===== config.mk =====
export PLATFORM = sky130hd
export DESIGN_NAME = mac_rx_top
export DESIGN_NICKNAME = d
export VERILOG_FILES = /design/src/rtl/mac_rx_pkg.sv /design/src/rtl/mac_rx_top.sv /design/src/rtl/mac_rx_regs.sv /design/src/rtl/rx_stream_fifo.sv /design/src/rtl/mac_rx_parser.sv /design/src/rtl/crc32_engine.sv
export SDC_FILE = /design/constraint.sdc
export NUM_CORES = 1
export LEC_CHECK = 0
export BUFFER_PORTS_ARGS = -buffer_cell sky130_fd_sc_hd__buf_2
export CAP_MARGIN = 20
export CORE_MARGIN = 2
export CORE_UTILIZATION = 55
export CTS_BUF_LIST = sky130_fd_sc_hd__clkbuf_8 sky130_fd_sc_hd__clkbuf_16
export DETAILED_ROUTE_END_ITERATION = 6
export PLACE_DENSITY = 0.71
export SLEW_MARGIN = 20
export SYNTH_ARGS = -nofsm -noshare
export SYNTH_HDL_FRONTEND = slang
export SYNTH_SLANG_ARGS = --single-unit
export TNS_END_PERCENT = 20

===== constraint.sdc =====
create_clock -name clk_i -period 8.1 [get_ports clk_i]
set_clock_uncertainty 0.15 [all_clocks]
set_input_delay 1.62 -clock clk_i [delete_from_list [all_inputs] [get_ports clk_i]]
set_output_delay 1.62 -clock clk_i [all_outputs]
set_load 0.05 [all_outputs]

===== src/rtl/mac_rx_pkg.sv =====
`default_nettype none

package mac_rx_pkg;

    // frame layout on the GMII lane
    localparam int PREAMBLE_BYTES = 7;
    localparam logic [7:0] PREAMBLE_VAL = 8'h55;
    localparam logic [7:0] SFD_VAL = 8'hD5;
    localparam int HEADER_BYTES = 14; // dest mac, src mac, ethertype
    localparam int FCS_BYTES = 4;

    // IEEE 802.3 polynomial, bit reversed
    localparam logic [31:0] CRC_POLY = 32'hEDB8_8320;

    typedef enum logic [2:0] {
        IDLE     = 3'd0,
        PREAMBLE = 3'd1,
        SFD      = 3'd2,
        HEADER   = 3'd3,
        DATA     = 3'd4,
        FCS      = 3'd5,
        CHECK    = 3'd6
    } rx_state_e;

    // apb word addresses
    typedef enum logic [3:0] {
        CTRL        = 4'd0, // bit 0 dest check enable
        MAC_LO      = 4'd1, // local mac [31:0]
        MAC_HI      = 4'd2, // local mac [47:32]
        PAYLOAD_LEN = 4'd3,
        CNT_OK      = 4'd4, // read only
        CNT_CRC     = 4'd5, // read only
        CNT_DROP    = 4'd6, // read only
        STATUS      = 4'd7  // bit 0 sticky overflow, write 1 clears
    } reg_addr_e;

endpackage

`default_nettype wire

===== src/rtl/mac_rx_top.sv =====
`timescale 1ns/10ps
`default_nettype none

module mac_rx_top #(
    parameter int PAYLOAD_WIDTH   = 11,
    parameter int FIFO_DEPTH_LOG2 = 6
) (
    input  logic        clk_i,
    input  logic        rst_i,

    input  logic [7:0]  rx_d_i,
    input  logic        rx_dv_i,

    input  logic        psel_i,
    input  logic        penable_i,
    input  logic        pwrite_i,
    input  logic [3:0]  paddr_i,
    input  logic [31:0] pwdata_i,
    output logic [31:0] prdata_o,
    output logic        pready_o,
    output logic        pslverr_o,

    output logic [7:0]  m_tdata_o,
    output logic        m_tlast_o,
    output logic        m_tvalid_o,
    input  logic        m_tready_i
);

    logic                     check_dest;
    logic [47:0]              local_mac;
    logic [PAYLOAD_WIDTH-1:0] payload_len;
    logic                     wr_en;
    logic [7:0]               wr_data;
    logic                     wr_last;
    logic                     overflow;
    logic                     frame_ok;
    logic                     frame_crc_err;
    logic                     frame_drop;

    mac_rx_parser #(
        .PAYLOAD_WIDTH(PAYLOAD_WIDTH)
    ) u_mac_rx_parser (
        .clk_i          (clk_i),
        .rst_i          (rst_i),
        .rx_d_i         (rx_d_i),
        .rx_dv_i        (rx_dv_i),
        .check_dest_i   (check_dest),
        .local_mac_i    (local_mac),
        .payload_len_i  (payload_len),
        .wr_en_o        (wr_en),
        .wr_data_o      (wr_data),
        .wr_last_o      (wr_last),
        .frame_ok_o     (frame_ok),
        .frame_crc_err_o(frame_crc_err),
        .frame_drop_o   (frame_drop)
    );

    rx_stream_fifo #(
        .FIFO_DEPTH_LOG2(FIFO_DEPTH_LOG2)
    ) u_rx_stream_fifo (
        .clk_i     (clk_i),
        .rst_i     (rst_i),
        .wr_en_i   (wr_en),
        .wr_data_i (wr_data),
        .wr_last_i (wr_last),
        .overflow_o(overflow),
        .m_tdata_o (m_tdata_o),
        .m_tlast_o (m_tlast_o),
        .m_tvalid_o(m_tvalid_o),
        .m_tready_i(m_tready_i)
    );

    mac_rx_regs #(
        .PAYLOAD_WIDTH(PAYLOAD_WIDTH)
    ) u_mac_rx_regs (
        .clk_i          (clk_i),
        .rst_i          (rst_i),
        .psel_i         (psel_i),
        .penable_i      (penable_i),
        .pwrite_i       (pwrite_i),
        .paddr_i        (paddr_i),
        .pwdata_i       (pwdata_i),
        .prdata_o       (prdata_o),
        .pready_o       (pready_o),
        .pslverr_o      (pslverr_o),
        .frame_ok_i     (frame_ok),
        .frame_crc_err_i(frame_crc_err),
        .frame_drop_i   (frame_drop),
        .overflow_i     (overflow),
        .check_dest_o   (check_dest),
        .local_mac_o    (local_mac),
        .payload_len_o  (payload_len)
    );

endmodule

`default_nettype wire


===== src/rtl/mac_rx_regs.sv =====
`timescale 1ns/10ps
`default_nettype none

module mac_rx_regs
    import mac_rx_pkg::*;
#(
    parameter int PAYLOAD_WIDTH = 11
) (
    input  logic                     clk_i,
    input  logic                     rst_i,

    input  logic                     psel_i,
    input  logic                     penable_i,
    input  logic                     pwrite_i,
    input  logic [3:0]               paddr_i,
    input  logic [31:0]              pwdata_i,
    output logic [31:0]              prdata_o,
    output logic                     pready_o,
    output logic                     pslverr_o,

    input  logic                     frame_ok_i,
    input  logic                     frame_crc_err_i,
    input  logic                     frame_drop_i,
    input  logic                     overflow_i,

    output logic                     check_dest_o,
    output logic [47:0]              local_mac_o,
    output logic [PAYLOAD_WIDTH-1:0] payload_len_o
);

    localparam logic [PAYLOAD_WIDTH-1:0] LEN_DEFAULT = PAYLOAD_WIDTH'(46); // min payload

    function automatic logic [31:0] sat_inc(input logic [31:0] v);
        return (v == 32'hFFFF_FFFF) ? v : v + 32'd1;
    endfunction

    reg_addr_e   addr;
    logic        access;
    logic        wr;
    logic        ovf_flag;
    logic [31:0] cnt_ok;
    logic [31:0] cnt_crc;
    logic [31:0] cnt_drop;

    assign addr      = reg_addr_e'(paddr_i);
    assign access    = psel_i && penable_i;
    assign pready_o  = 1'b1;
    assign pslverr_o = access && ((paddr_i > 4'd7) ||
                       (pwrite_i && (addr == CNT_OK || addr == CNT_CRC || addr == CNT_DROP)));
    assign wr        = access && pwrite_i && !pslverr_o;

    always_ff @(posedge clk_i) begin
        if (rst_i) begin
            check_dest_o  <= 1'b0;
            local_mac_o   <= '0;
            payload_len_o <= LEN_DEFAULT;
            ovf_flag      <= 1'b0;
            cnt_ok        <= '0;
            cnt_crc       <= '0;
            cnt_drop      <= '0;
        end else begin
            if (wr) begin
                case (addr)
                    CTRL:        check_dest_o <= pwdata_i[0];
                    MAC_LO:      local_mac_o[31:0] <= pwdata_i;
                    MAC_HI:      local_mac_o[47:32] <= pwdata_i[15:0];
                    PAYLOAD_LEN: payload_len_o <= pwdata_i[PAYLOAD_WIDTH-1:0];
                    STATUS:      if (pwdata_i[0]) ovf_flag <= 1'b0;
                    default:     ;
                endcase
            end
            if (overflow_i) begin
                ovf_flag <= 1'b1; // new overflow wins over clear
            end
            if (frame_ok_i) cnt_ok <= sat_inc(cnt_ok);
            if (frame_crc_err_i) cnt_crc <= sat_inc(cnt_crc);
            if (frame_drop_i) cnt_drop <= sat_inc(cnt_drop);
        end
    end

    always_comb begin
        case (addr)
            CTRL:        prdata_o = {31'd0, check_dest_o};
            MAC_LO:      prdata_o = local_mac_o[31:0];
            MAC_HI:      prdata_o = {16'd0, local_mac_o[47:32]};
            PAYLOAD_LEN: prdata_o = 32'(payload_len_o);
            CNT_OK:      prdata_o = cnt_ok;
            CNT_CRC:     prdata_o = cnt_crc;
            CNT_DROP:    prdata_o = cnt_drop;
            STATUS:      prdata_o = {31'd0, ovf_flag};
            default:     prdata_o = 32'd0;
        endcase
    end

endmodule

`default_nettype wire


===== src/rtl/rx_stream_fifo.sv =====
`timescale 1ns/10ps
`default_nettype none

module rx_stream_fifo #(
    parameter int FIFO_DEPTH_LOG2 = 6
) (
    input  logic       clk_i,
    input  logic       rst_i,

    input  logic       wr_en_i,
    input  logic [7:0] wr_data_i,
    input  logic       wr_last_i,
    output logic       overflow_o,

    output logic [7:0] m_tdata_o,
    output logic       m_tlast_o,
    output logic       m_tvalid_o,
    input  logic       m_tready_i
);

    localparam int DEPTH = 1 << FIFO_DEPTH_LOG2;
    localparam int AW = FIFO_DEPTH_LOG2;

    logic [8:0]  mem [DEPTH]; // {last, data}
    logic [AW:0] wr_ptr;
    logic [AW:0] rd_ptr;
    logic        full;
    logic        empty;
    logic        do_wr;
    logic        do_rd;

    assign empty = (wr_ptr == rd_ptr);
    assign full  = (wr_ptr[AW] != rd_ptr[AW]) && (wr_ptr[AW-1:0] == rd_ptr[AW-1:0]);
    assign do_wr = wr_en_i && !full;
    assign do_rd = m_tvalid_o && m_tready_i;

    always_ff @(posedge clk_i) begin
        if (do_wr) begin
            mem[wr_ptr[AW-1:0]] <= {wr_last_i, wr_data_i};
        end
    end

    always_ff @(posedge clk_i) begin
        if (rst_i) begin
            wr_ptr     <= '0;
            rd_ptr     <= '0;
            overflow_o <= 1'b0;
        end else begin
            if (do_wr) begin
                wr_ptr <= wr_ptr + 1'b1;
            end
            if (do_rd) begin
                rd_ptr <= rd_ptr + 1'b1;
            end
            overflow_o <= wr_en_i && full; // write dropped
        end
    end

    // show-ahead, head word sits on the output
    assign {m_tlast_o, m_tdata_o} = mem[rd_ptr[AW-1:0]];
    assign m_tvalid_o = !empty;

endmodule

`default_nettype wire


===== src/rtl/mac_rx_parser.sv =====
`timescale 1ns/10ps
`default_nettype none

module mac_rx_parser
    import mac_rx_pkg::*;
#(
    parameter int PAYLOAD_WIDTH = 11
) (
    input  logic                     clk_i,
    input  logic                     rst_i,

    input  logic [7:0]               rx_d_i,
    input  logic                     rx_dv_i,

    input  logic                     check_dest_i,
    input  logic [47:0]              local_mac_i,
    input  logic [PAYLOAD_WIDTH-1:0] payload_len_i,

    output logic                     wr_en_o,
    output logic [7:0]               wr_data_o,
    output logic                     wr_last_o,

    output logic                     frame_ok_o,
    output logic                     frame_crc_err_o,
    output logic                     frame_drop_o
);

    localparam int DEST_BYTES = 6;

    localparam logic [PAYLOAD_WIDTH-1:0] PRE_LAST  = PAYLOAD_WIDTH'(PREAMBLE_BYTES - 1);
    localparam logic [PAYLOAD_WIDTH-1:0] HDR_LAST  = PAYLOAD_WIDTH'(HEADER_BYTES - 1);
    localparam logic [PAYLOAD_WIDTH-1:0] FCS_LAST  = PAYLOAD_WIDTH'(FCS_BYTES - 1);
    localparam logic [PAYLOAD_WIDTH-1:0] DEST_CNT  = PAYLOAD_WIDTH'(DEST_BYTES);

    logic [2:0][7:0] rxd_z;
    logic [2:0]      rxdv_z;

    always_ff @(posedge clk_i) begin
        rxd_z <= {rxd_z[1:0], rx_d_i};
        if (rst_i) begin
            rxdv_z <= '0;
        end else begin
            rxdv_z <= {rxdv_z[1:0], rx_dv_i};
        end
    end

    logic dv_rise;
    assign dv_rise = rxdv_z[1] && !rxdv_z[2];

    rx_state_e state, next_state;

    logic [PAYLOAD_WIDTH-1:0]  state_cnt;
    logic [PAYLOAD_WIDTH-1:0]  len_last;
    logic [PREAMBLE_BYTES*8-1:0] preamble_buf;
    logic [7:0]                sfd_buf;
    logic [47:0]               dest_mac;
    logic [31:0]               fcs_buf;
    logic [31:0]               crc;
    logic [31:0]               crc_val;
    logic                      accept_q;
    logic                      bad_sync;
    logic                      abort;

    assign len_last = payload_len_i - 1'b1;
    assign bad_sync = ({preamble_buf, sfd_buf} != {{PREAMBLE_BYTES{PREAMBLE_VAL}}, SFD_VAL});

    always_comb begin
        next_state = state;
        abort      = 1'b0;
        case (state)
            IDLE: begin
                if (dv_rise) begin
                    next_state = PREAMBLE;
                end
            end
            PREAMBLE: begin
                if (!rxdv_z[2]) begin
                    abort = 1'b1;
                end else if (state_cnt == PRE_LAST) begin
                    next_state = SFD;
                end
            end
            SFD: begin
                if (!rxdv_z[2]) begin
                    abort = 1'b1;
                end else begin
                    next_state = HEADER;
                end
            end
            HEADER: begin
                if (!rxdv_z[2] || bad_sync) begin // sync bytes are complete here
                    abort = 1'b1;
                end else if (state_cnt == HDR_LAST) begin
                    next_state = DATA;
                end
            end
            DATA: begin
                if (!rxdv_z[2]) begin
                    abort = 1'b1;
                end else if (state_cnt == len_last) begin
                    next_state = FCS;
                end
            end
            FCS: begin
                if (state_cnt == FCS_LAST) begin
                    next_state = CHECK;
                end
            end
            CHECK: begin
                next_state = IDLE;
            end
            default: begin
                next_state = IDLE;
            end
        endcase
        if (abort) begin
            next_state = IDLE;
        end
    end

    always_ff @(posedge clk_i) begin
        if (rst_i) begin
            state     <= IDLE;
            state_cnt <= '0;
        end else begin
            state <= next_state;
            if (next_state != state || state == IDLE) begin
                state_cnt <= '0;
            end else begin
                state_cnt <= state_cnt + 1'b1;
            end
        end
    end

    crc32_engine u_crc32_engine (
        .clk_i  (clk_i),
        .rst_i  (rst_i),
        .clear_i(state == IDLE),
        .en_i   ((state == HEADER) || (state == DATA)),
        .data_i (rxd_z[2]),
        .crc_o  (crc)
    );

    // byte buffers
    always_ff @(posedge clk_i) begin
        if (state == PREAMBLE) begin
            preamble_buf <= {preamble_buf[PREAMBLE_BYTES*8-9:0], rxd_z[2]};
        end
        if (state == SFD) begin
            sfd_buf <= rxd_z[2];
        end
        if (state == HEADER && state_cnt < DEST_CNT) begin
            dest_mac <= {dest_mac[39:0], rxd_z[2]}; // first wire byte ends up at [47:40]
        end
        if (state == FCS) begin
            fcs_buf <= {rxd_z[2], fcs_buf[31:8]}; // little endian
        end
        if (state == FCS && state_cnt == '0) begin
            crc_val <= crc; // engine idle from here on
        end
        wr_data_o <= rxd_z[2];
        wr_last_o <= (state == DATA) && (state_cnt == len_last);
    end

    always_ff @(posedge clk_i) begin
        if (rst_i) begin
            accept_q        <= 1'b0;
            wr_en_o         <= 1'b0;
            frame_ok_o      <= 1'b0;
            frame_crc_err_o <= 1'b0;
            frame_drop_o    <= 1'b0;
        end else begin
            if (state == HEADER && state_cnt == HDR_LAST) begin
                accept_q <= !check_dest_i || (dest_mac == local_mac_i);
            end
            wr_en_o         <= (state == DATA) && accept_q && !abort;
            frame_ok_o      <= (state == CHECK) && accept_q && (crc_val == fcs_buf);
            frame_crc_err_o <= (state == CHECK) && accept_q && (crc_val != fcs_buf);
            frame_drop_o    <= abort || ((state == CHECK) && !accept_q);
        end
    end

endmodule

`default_nettype wire


===== src/rtl/crc32_engine.sv =====
`timescale 1ns/10ps
`default_nettype none

module crc32_engine
    import mac_rx_pkg::*;
(
    input  logic        clk_i,
    input  logic        rst_i,
    input  logic        clear_i,
    input  logic        en_i,
    input  logic [7:0]  data_i,
    output logic [31:0] crc_o
);

    logic [31:0] crc_q;
    logic [31:0] crc_next;

    // one byte, lsb first
    always_comb begin
        crc_next = crc_q;
        for (int i = 0; i < 8; i++) begin
            if (crc_next[0] ^ data_i[i]) begin
                crc_next = (crc_next >> 1) ^ CRC_POLY;
            end else begin
                crc_next = crc_next >> 1;
            end
        end
    end

    always_ff @(posedge clk_i) begin
        if (rst_i || clear_i) begin
            crc_q <= '1;
        end else if (en_i) begin
            crc_q <= crc_next;
        end
    end

    assign crc_o = ~crc_q;

endmodule

`default_nettype wire


### After elaboration in Yosys (flattened, before gate mapping)

Memories as Yosys holds them, arrays and structs flattened. A register that Yosys moved wholly into a read port is not among the register bits.
Cells that the tools add are included.

* add/subtract/negate cells: 7
* $lt $le $gt $ge: 2
* equality and inequality tests: 28
* multiplexer cells: 31
* bitwise gates (word level): 20
* reduce and logical (&&, ||, !) cells: 52

Operators by type and width (number)
* two-way mux 32 bit: 8
* case mux 32 bit (8 select lines): 1
* inverter 13 -> 14 bit: 8
* adder 32 x 1 -> 32 bit, second input constant: 3
* == test 32 bit, second input constant: 3
* inequality test 64 x 63 -> 1 bit, second input constant: 1
* == test 48 bit: 1
* == test 32 bit: 1
* inequality test 32 bit: 1
* inverter 32 bit: 1
* two-way mux 3 bit: 10
* logical AND 1 bit: 20
* case mux 3 bit (6 select lines): 1
* == test 4 x 3 -> 1 bit, second input constant: 4
* adder 7 x 1 -> 7 bit, second input constant: 2
* AND reduction 2 bit: 7
* two-way mux 6 bit: 2
* adder 11 x 1 -> 11 bit, second input constant: 1
* == test 11 bit: 1
* == test 11 x 2 -> 1 bit, second input constant: 1
* == test 11 x 3 -> 1 bit, second input constant: 1
* == test 11 x 4 -> 1 bit, second input constant: 1
* logical NOT 11 bit: 1
* < comparator 11 x 3 -> 1 bit, second input constant: 1
* other kinds (23): 59

* bits in registers: 435
* bits in writable memories: 576
* word-level logic and storage cells: 171
* memories kept: 1

Memories
* u_rx_stream_fifo.mem: depth 64, bits a word 9, rd ports 1, clocked after Yosys merged registers in 1, write ports 1, RTL line rx_stream_fifo.sv:24 `logic [8:0] mem [DEPTH];`

### Logic depth before layout (Yosys ltp)

Gate-level depths: netlist of the first run.

* depth after elaboration: 16
* gate-level depth with buffers: 11

### Modules after synthesis

A second synthesis of the first run with hierarchy kept.

* cells, all modules: 2866
* area, all modules: 42157.9 µm²

By module, submodules not included
* rx_stream_fifo: times used 1, cells each 1105, area an instance 23453.7 µm²
* mac_rx_parser: times used 1, cells each 562, area an instance 8909.8 µm²
* mac_rx_regs: times used 1, cells each 987, area an instance 7791.2 µm²
* crc32_engine: times used 1, cells each 212, area an instance 2003.2 µm²

### Least setup slack after synthesis of the first run

No wires, ideal clock.

* path type: register to register
* start: reg u_mac_rx_parser.state_cnt[5]
* end: reg u_mac_rx_parser.dest_mac[0] (enable)
* library setup time: 0.526 ns
* data arrival time: 5.077 ns
* path slack: 2.347 ns
* stages on the path, launching flop included: 5
* path buffers: 1
* clock period less this slack: 5.753 ns
* cell sequence: dfxtp_1 buf_6 or4_4 or4_4 a211oi_1

* cells in the longest elaborated chain, start to end: 2

Ends and longest elaborated chain
* start, declared: RTL line mac_rx_parser.sv:52 `logic [PAYLOAD_WIDTH-1:0] state_cnt;`
* start signal, assigned: RTL line mac_rx_parser.sv:130 `state_cnt <= state_cnt + 1'b1;`
* < comparator 11 x 3 -> 1 bit: RTL line mac_rx_parser.sv:152 `if (state == HEADER && state_cnt < DEST_CNT) begin`
* logical AND 1 bit: RTL line mac_rx_parser.sv:152
* end signal, assigned: RTL line mac_rx_parser.sv:153 `dest_mac <= {dest_mac[39:0], rxd_z[2]};`
* end, declared: RTL line mac_rx_parser.sv:56 `logic [47:0] dest_mac;`

No other way between the ends.
A chain may end at the register's enable or synchronous reset.

==> results of run 1 <==
-- synth_stat cells, drive strengths merged, types with 2 or more instances --
cell type / count / share of area [%]
o31ai: 4 / 0.074
nand3b: 8 / 0.15
nor2: 208 / 1.9
o21a: 2 / 0.037
and2: 11 / 0.17
nor3b: 2 / 0.049
o21ai: 43 / 0.56
and4b: 2 / 0.049
mux4: 189 / 10
a222oi: 5 / 0.12
a22oi: 70 / 1.3
xnor2: 158 / 3.4
or2: 3 / 0.046
edfxtp: 752 / 55
ha: 10 / 0.31
nand2: 230 / 2.1
or3b: 2 / 0.043
and3: 21 / 0.32
and4: 18 / 0.39
a221oi: 2 / 0.058
o21bai: 2 / 0.037
a31oi: 9 / 0.14
nor4: 22 / 0.34
dfxtp: 265 / 13
o211ai: 27 / 0.50
nand3: 78 / 0.96
nor2b: 11 / 0.17
inv: 60 / 0.55
mux2i: 4 / 0.098
nand2b: 4 / 0.061
nor3: 36 / 0.55
or4: 5 / 0.11
nand4: 42 / 0.64
a21oi: 97 / 1.2
nor4b: 5 / 0.11
or3: 34 / 0.52
buf: 26 / 0.29
nor4bb: 11 / 0.27
a211oi: 10 / 0.18
xor2: 101 / 2.2
clkbuf: 102 / 0.94
-- logic make-up (layout without fill, tap and decap cells) --
logic type / Yosys count / in the layout / share of synthesized area [%]
buffers and inverters: 188 / 375 / 1.79
XOR/XNOR: 259 / 259 / 5.56
AO/OA/AOI/OAI: 282 / 282 / 4.42
AND/OR/NAND/NOR: 755 / 755 / 9.02
flip-flops: 1017 / 1017 / 68.4
adder cells (fa/ha/maj): 10 / 10 / 0.307
multiplexers: 193 / 193 / 10.5
other: 1 / 1 / 0.00919
-- where the power goes --
part           leakage, nW  switching, mW  internal (mW)
Sequential            9.03         0.0592           5.59
Combinational         4.10         0.0903         0.0533
Clock                 1.71           1.99           2.65
Total                 14.8           2.14           8.29
-- per-layer routing --
| layer | routed length, um | up-vias | global-route usage, % |
|---|---|---|---|
| li1 | - | 10500 | - |
| met1 | 38900 | 11900 | 34.3 |
| met2 | 47900 | 1054 | 42.1 |
| met3 | 7010 | 185 | 4.17 |
| met4 | 3760 | 2 | 10.1 |
| met5 | 9 | - | 0 |
-- worst max-delay path: stages, from the launching register on --
cell	delay [ns]
sky130_fd_sc_hd__dfxtp_4	0.90
sky130_fd_sc_hd__buf_4	0.78
sky130_fd_sc_hd__mux4_2	0.43
sky130_fd_sc_hd__mux4_2	0.60
sky130_fd_sc_hd__mux4_2	0.51
sky130_fd_sc_hd__buf_2	0.23
-- placed cells by master, fill, tap and decap left out, types with 21 or more instances in the layout --
cell                        netlist  layout
sky130_fd_sc_hd__a21oi_1         97      96
sky130_fd_sc_hd__a22oi_1         70      70
sky130_fd_sc_hd__and3_1          21      21
sky130_fd_sc_hd__buf_2            3      92
sky130_fd_sc_hd__buf_4            1      33
sky130_fd_sc_hd__clkbuf_16        0     101
sky130_fd_sc_hd__dfxtp_1        265     253
sky130_fd_sc_hd__edfxtp_1       752     752
sky130_fd_sc_hd__inv_1           60      80
sky130_fd_sc_hd__mux4_2         189     189
sky130_fd_sc_hd__nand2_1        230     228
sky130_fd_sc_hd__nand3_1         78      78
sky130_fd_sc_hd__nand4_1         42      42
sky130_fd_sc_hd__nor2_1         208     193
sky130_fd_sc_hd__nor3_1          27      22
sky130_fd_sc_hd__o211ai_1        27      27
sky130_fd_sc_hd__o21ai_0         41      41
sky130_fd_sc_hd__or3_1           34      34
sky130_fd_sc_hd__xnor2_1        158     158
sky130_fd_sc_hd__xor2_1         101     101
-- flip-flops by register name, indices dropped and copies added, names as in the netlist, 3 cells and up, named ones only --
register / count
u_mac_rx_regs.cnt_crc: 32
u_mac_rx_regs.local_mac_o: 48
u_mac_rx_parser.state_cnt: 11
u_mac_rx_parser.u_crc32_engine.crc_q: 32
u_mac_rx_parser.wr_data_o: 8
u_rx_stream_fifo.mem: 576
u_mac_rx_parser.state: 3
u_mac_rx_parser.rxd_z: 24
u_mac_rx_parser.crc_val: 32
u_mac_rx_parser.dest_mac: 48
u_rx_stream_fifo.wr_ptr: 7
u_rx_stream_fifo.rd_ptr: 7
u_mac_rx_parser.rxdv_z: 3
u_mac_rx_parser.preamble_buf: 56
u_mac_rx_regs.cnt_drop: 32
u_mac_rx_regs.payload_len_o: 11
u_mac_rx_regs.cnt_ok: 32
u_mac_rx_parser.fcs_buf: 32
u_mac_rx_parser.sfd_buf: 8
-- metrics by stage --
step / hold slack (ns) / total power [mW]
detailed placement: 0.162 / 5.90
global route: 0.182 / 10.7
global placement: 0.161 / 5.90
floorplan: 0.160 / 5.83
CTS: 0.174 / 10.5
finish: 0.172 / 10.4
-- cell type report --
| class | instances | area, sq um | area share, % |
|---|---|---|---|
| clock buffers | 105 | 2580 | 5.64 |
| clock inverters | 83 | 778 | 1.70 |
| inverters | 60 | 225 | 0.492 |
| multi-input cells | 1500 | 12300 | 26.9 |
| flip-flops and latches | 1017 | 27900 | 61.0 |
| well taps | 959 | 1200 | 2.62 |
| repair buffers | 127 | 739 | 1.62 |
-- worst min-delay path by stage --
| stage | startpoint | endpoint | slack, ns | cells after the start |
|---|---|---|---|---|
| after global routing | u_mac_rx_parser.rxd_z[10]$_DFF_P_ | u_mac_rx_parser.rxd_z[18]$_DFF_P_ | 0.18 | 0 |
| after CTS | u_mac_rx_parser.rxd_z[8]$_DFF_P_ | u_mac_rx_parser.rxd_z[16]$_DFF_P_ | 0.17 | 0 |
| after global placement | u_mac_rx_parser.rxd_z[10]$_DFF_P_ | u_mac_rx_parser.rxd_z[18]$_DFF_P_ | 0.16 | 0 |
| final | u_mac_rx_parser.rxd_z[8]$_DFF_P_ | u_mac_rx_parser.rxd_z[16]$_DFF_P_ | 0.17 | 0 |
| after detailed placement | u_mac_rx_parser.rxd_z[9]$_DFF_P_ | u_mac_rx_parser.rxd_z[17]$_DFF_P_ | 0.16 | 0 |
| after floorplan | u_mac_rx_parser.rxd_z[2]$_DFF_P_ | u_mac_rx_parser.rxd_z[10]$_DFF_P_ | 0.16 | 0 |
==> PnR_summary.wiki, run 1 <==
{| class="wikitable"
! Metric !! Value
|-
| Status || completed
|-
| Synthesis Warnings || 0
|-
| Average size of a mapped cell || 15.1 sq um
|-
| Total Die Area || 76,400 sq um
|-
| Number of setup buffers added after CTS || 0
|-
| Placement-stage worst setup slack || 2.55 ns
|-
| Layout area overhead || 12.2%
|-
| Clk_lat worst skew || 0.68 ns
|-
| Final Non-Filler Cells || 3,851
|-
| Antenna violations before repair || 1
|-
| Number of flops mapped to enable cells by yosys || 752
|-
| Maximum number of pins on one net before global-route repair || 97
|-
| Maximum root-to-sink buffer count || 3
|-
| Remaining DRCs || 0
|-
| Sort of element at the start of the critical path || flip-flop
|-
| Fill cell count || 5,152
|-
| Power per standard cell area || 228 nW/um^2
|-
| Placement Rows || 99
|-
| Yosys cell types || 64
|-
| Placed cell count || 3,663
|-
| HP Class || reg2reg
|-
| Remaining antenna violation count || 0
|-
| Cell Area, Synth || 40,800 sq um
|-
| Leakage power of the design || 14.8 nW
|-
| Top-level port count || 95
|-
| Max rail drop VDD || 0.228 mV
|-
| Pins over their slew limit || 0
|-
| Placed cell area || 42,300 sq um
|-
| Total number of vias || 23,600
|-
| Data arrival at the endpoint of the critical path || 4.17 ns
|-
| Synthesized flop and latch total || 1,017
|-
| Buffer type at the clock tree root || sky130_fd_sc_hd__clkbuf_16
|-
| Ys flop type || sky130_fd_sc_hd__edfxtp_1
|-
| Number of nets in the layout || 2,868
|-
| Via density per instance || 6.14
|-
| Core ar. || 73,200 sq um
|-
| WL/cell || 25.3 um
|-
| Sequential share of the synthesized area || 68.4%
|-
| Iter 0 DRT Violations || 2,654
|-
| Post-synthesis cell count || 2,705
|-
| Hold buffers post-CTS || 0
|-
| R2R Path Start || u_rx_stream_fifo.wr_ptr[5]$_SDFFE_PP0P_
|-
| Post-layout worst setup margin || 2.16 ns
|-
| Share of synthesized flip-flops with an asynchronous set or reset || 0%
|-
| Worst Setup Path Type || reg2out
|-
| Number of sinks driven by the clock tree || 1,017
|-
| Register-to-register path setup slack || 4.27 ns
|-
| Unrepaired setup endpoints after global routing || false
|-
| Clock tree from TritonCTS || built
|-
| Critical path required time || 6.33 ns
|-
| Count of cells along the worst register-to-register path || 5
|-
| Total detailed-routing wirelength || 97.6 mm
|-
| Global-route wire length before repair || 147 mm
|-
| HPWL after detailed placement || 63.1 mm
|-
| Final core utilization || 62.5%
|-
| Effective utilization at floorplan || 55.7%
|-
| Count of buffers from port buffering || 93
|-
| Detailed-routing iteration count for the pre-antenna-repair pass || 7
|-
| Number of inserted diodes || 0
|-
| Slew HR || 28.1%
|-
| Net Count, Synth || 2,766
|-
| Crit. End Element || output port
|-
| Die X-Extent || 276 um
|-
| Max-capacitance violation count || 0
|-
| Global routing usage summed across all routing layers || 25.6%
|-
| Hold violation total from the final report || 0
|-
| Inserted Clock Buffers || 101
|-
| Critical Path Sink || m_tdata_o[7]
|-
| Reg-to-reg critical path endpoint || u_rx_stream_fifo.mem[7][6]$_DFFE_PP_
|-
| Gp weighted congestion || 0.913
|-
| Layout cell share with drive strength beyond 1 || 18.5%
|-
| Highest clock frequency the design can meet || 168 MHz
|-
| H-tree depth || 3
|-
| Final worst-path cycle share || 73.3%
|-
| Number of global-route vias before repair || 23,400
|-
| Clock input transition at the sequential cells of the worst setup and hold paths || 0.06 ns
|-
| Die Y-Extent || 276 um
|-
| Final setup violation count || 0
|-
| Largest fanout of any net on the critical path || 57
|-
| Slew at the pin with the worst max-slew slack || 1.07 ns
|-
| Global route overflow || 0
|-
| Post-Layout Inst Area || 45,800 sq um
|-
| Resize count post-CTS || 0
|-
| Post-route minimum period || 5.94 ns
|-
| Fin Setup TNS || 0 ns
|}
Note: power is estimated with default switching activity, not from simulation.
==> run 2, diff against run 1 <==
==> constraint.sdc (replaced) <==
create_clock -name clk_i -period 5.5 [get_ports clk_i]
set_clock_uncertainty 0.15 [all_clocks]
set_input_delay 1.1 -clock clk_i [delete_from_list [all_inputs] [get_ports clk_i]]
set_output_delay 1.1 -clock clk_i [all_outputs]
set_load 0.05 [all_outputs]
==> run 2 against run 1 <==
Net effect: clock-buffer cell count unchanged; flip-flop and latch count unchanged; combinational power increased by 54%; global-route usage decreased by 0.79 points; clock power increased by 49%; largest cell class unchanged; first-iteration DRC count increased by 13%; via count increased by 0.98%.
==> PnR_summary.wiki, run 2 (synthesized netlist as in run 1, its figures left out) <==
{| class="wikitable"
! Metric !! Value
|-
| Status || completed (unchanged)
|-
| Total Die Area || 76,400 sq um (unchanged)
|-
| Crit. End Element || output port (unchanged)
|-
| Leakage power of the design || 14.9 nW (was 14.8 nW)
|-
| Post-route minimum period || 4.93 ns
|-
| Critical path required time || 4.25 ns (was 6.33 ns)
|-
| Hold buffers post-CTS || 0 (unchanged)
|-
| Global route overflow || 0 (unchanged)
|-
| Total power after layout || 15.4 mW (was 10.4 mW)
|-
| Remaining DRCs || 0 (unchanged)
|-
| HP Class || reg2reg (unchanged)
|-
| Buffer type at the clock tree root || sky130_fd_sc_hd__clkbuf_16 (unchanged)
|-
| Placed cell count || 3,674 (was 3,663)
|-
| Via density per instance || 6.18 (was 6.14)
|-
| Number of nets in the layout || 2,879 (was 2,868)
|-
| HPWL after detailed placement || 61.4 mm (was 63.1 mm)
|-
| Final worst-path cycle share || 89.6%
|-
| Clock input transition at the sequential cells of the worst setup and hold paths || 0.06 ns (about the same)
|-
| Number of setup buffers added after CTS || 0 (unchanged)
|-
| Data arrival at the endpoint of the critical path || 3.68 ns (was 4.17 ns)
|-
| Slew at the pin with the worst max-slew slack || 1.13 ns (was 1.07 ns)
|-
| Unrepaired setup endpoints after global routing || false (unchanged)
|-
| WL/cell || 24.8 um (was 25.3 um)
|-
| Largest fanout of any net on the critical path || 35 (was 57)
|-
| Most common cell after layout, fill and taps aside || sky130_fd_sc_hd__edfxtp_1 (unchanged)
|-
| Layout cell share with drive strength beyond 1 || 18.8% (was 18.5%)
|-
| Maximum number of pins on one net before global-route repair || 118 (was 97)
|-
| Top-level port count || 95 (unchanged)
|-
| Clk_lat worst skew || 0.66 ns (was 0.68 ns)
|-
| Power per standard cell area || 336 nW/um^2 (was 228 nW/um^2)
|-
| Inserted Clock Buffers || 101 (unchanged)
|-
| Pins over their slew limit || 0 (unchanged)
|-
| Number of sinks driven by the clock tree || 1,017 (unchanged)
|-
| Iter 0 DRT Violations || 2,991 (was 2,654)
|-
| Worst Setup Path Type || reg2out (unchanged)
|-
| Combinational power share || 1.4% (about the same)
|-
| Global routing usage summed across all routing layers || 24.8% (was 25.6%)
|-
| Die Y-Extent || 276 um (unchanged)
|-
| Placement Rows || 99 (unchanged)
|-
| Global-route wire length before repair || 143 mm (was 147 mm)
|-
| Highest clock frequency the design can meet || 203 MHz
|-
| Total detailed-routing wirelength || 95.6 mm (was 97.6 mm)
|-
| Fraction of power consumed by the clock network || 44.7% (was 44.5%)
|-
| Effective utilization at floorplan || 55.7% (unchanged)
|-
| Hold violation total from the final report || 0 (unchanged)
|-
| Worst hold path startpoint || u_mac_rx_parser.rxd_z[8]$_DFF_P_ (unchanged)
|-
| Die X-Extent || 276 um (unchanged)
|-
| Maximum root-to-sink buffer count || 3 (unchanged)
|-
| Count of buffers from port buffering || 93 (unchanged)
|-
| Net switching component of the power || 3.09 mW (was 2.14 mW)
|-
| Worst hold margin || 0.172 ns (about the same)
|-
| Antenna violations before repair || 2 (was 1)
|-
| Fill cell count || 5,205 (was 5,152)
|-
| Remaining antenna violation count || 0 (unchanged)
|-
| Most frequent cells in the layout || sky130_fd_sc_hd__edfxtp_1 (752), sky130_fd_sc_hd__dfxtp_1 (253), sky130_fd_sc_hd__nand2_1 (228) (unchanged)
|-
| Slew HR || 24.2% (was 28.1%)
|-
| Final setup violation count || 0 (unchanged)
|-
| Gp weighted congestion || 0.944 (was 0.913)
|-
| Fraction of power spent switching nets || 20.0% (was 20.5%)
|-
| Max rail drop VDD || 0.382 mV (was 0.228 mV)
|-
| Number of global-route vias before repair || 23,000 (was 23,400)
|-
| R2R Path Start || u_rx_stream_fifo.wr_ptr[4]$_SDFFE_PP0P_ (was u_rx_stream_fifo.wr_ptr[5]$_SDFFE_PP0P_)
|-
| Max-capacitance violation count || 0 (unchanged)
|-
| Total number of vias || 23,900 (was 23,600)
|-
| Sort of element at the start of the critical path || flip-flop (unchanged)
|-
| Resize count post-CTS || 0 (unchanged)
|-
| H-tree depth || 3 (unchanged)
|-
| Core ar. || 73,200 sq um (unchanged)
|-
| Detailed-routing iteration count for the pre-antenna-repair pass || 6 (was 7)
|-
| Cell depth of the worst min-delay path || 0 (unchanged)
|-
| Final core utilization || 62.7% (was 62.5%)
|-
| Count of cells along the worst register-to-register path || 5 (unchanged)
|-
| Clock tree from TritonCTS || built (unchanged)
|-
| Final Non-Filler Cells || 3,862 (was 3,851)
|-
| Relative contribution of sequential cells to total power || 53.8% (was 54.1%)
|-
| Largest register FFs || 576 (unchanged)
|-
| Layout area overhead || 12.5% (was 12.2%)
|-
| Internal power contribution || 12.3 mW (was 8.29 mW)
|}
==> run 2: cell types whose count changed in the layout (fill, tap and decap cells not counted), moves of 4 or more <==
cell and delta:
sky130_fd_sc_hd__clkinv_1 -4, sky130_fd_sc_hd__nor2_2 +5, sky130_fd_sc_hd__clkinv_2 +4, sky130_fd_sc_hd__clkinvlp_4 -4
sky130_fd_sc_hd__buf_12 +5
==> run 2: final timing paths <==
| path | to | slack (ns) |
|---|---|---|
| hold reg to reg | u_mac_rx_parser.rxd_z[16]$_DFF_P_ | 0.17 |
| setup reg to reg | u_rx_stream_fifo.mem[63][3]$_DFFE_PP_ | 1.85 |
| hold / removal | u_mac_rx_parser.rxd_z[16]$_DFF_P_ | 0.17 |
| setup / recovery | m_tlast_o | 0.57 |
==> run 2: through the flow <==
stage	cell area, sq um	TNS (ns)	setup slack (ns)
floorplan	40800	-0.501	-0.0157
global placement	42400	0	1.20
detailed placement	42500	0	1.17
CTS	45800	0	0.488
global route	45900	0	0.421
finish	45900	0	0.573
==> run 2: area by class of cell <==
class                      count  area, sq um  share of cell area, %
multi-input combinational   1500        12300                   26.8
tap                          959         1200                   2.61
sequential                  1017        27900                   60.8
inverter                      60          225                  0.491
antenna                        2         5.00                 0.0109
timing repair buffer         138          896                   1.95
clock inverter                81          736                   1.60
clock buffer                 105         2610                   5.67
==> run 2: critical path, cell delays in order (launching register included) <==
cell,delay (ns)
sky130_fd_sc_hd__dfxtp_4,0.76
sky130_fd_sc_hd__buf_12,0.36
sky130_fd_sc_hd__mux4_2,0.54
sky130_fd_sc_hd__mux4_2,0.55
sky130_fd_sc_hd__mux4_2,0.53
sky130_fd_sc_hd__buf_2,0.24
==> run 2: power groups by stage <==
stage | clock [mW] | sequential (mW) | combinational, mW
6_report | 6.90 | 8.31 | 0.222
2_1_floorplan | 0 | 8.44 | 0.152
3_3_place_gp | 0 | 8.47 | 0.216
4_1_cts | 6.99 | 8.31 | 0.220
5_1_grt | 7.29 | 8.31 | 0.239
3_5_place_dp | 0 | 8.48 | 0.219
==> run 2: layer usage <==
layer / part of all wire (%) / GRT usage [%] / vias to the layer above
met5: 0 / 0 / -
met3: 7.6 / 3.71 / 219
met1: 41 / 34.7 / 12000
met4: 3.7 / 9.32 / 0
li1: - / - / 10500
met2: 48 / 39.7 / 1134
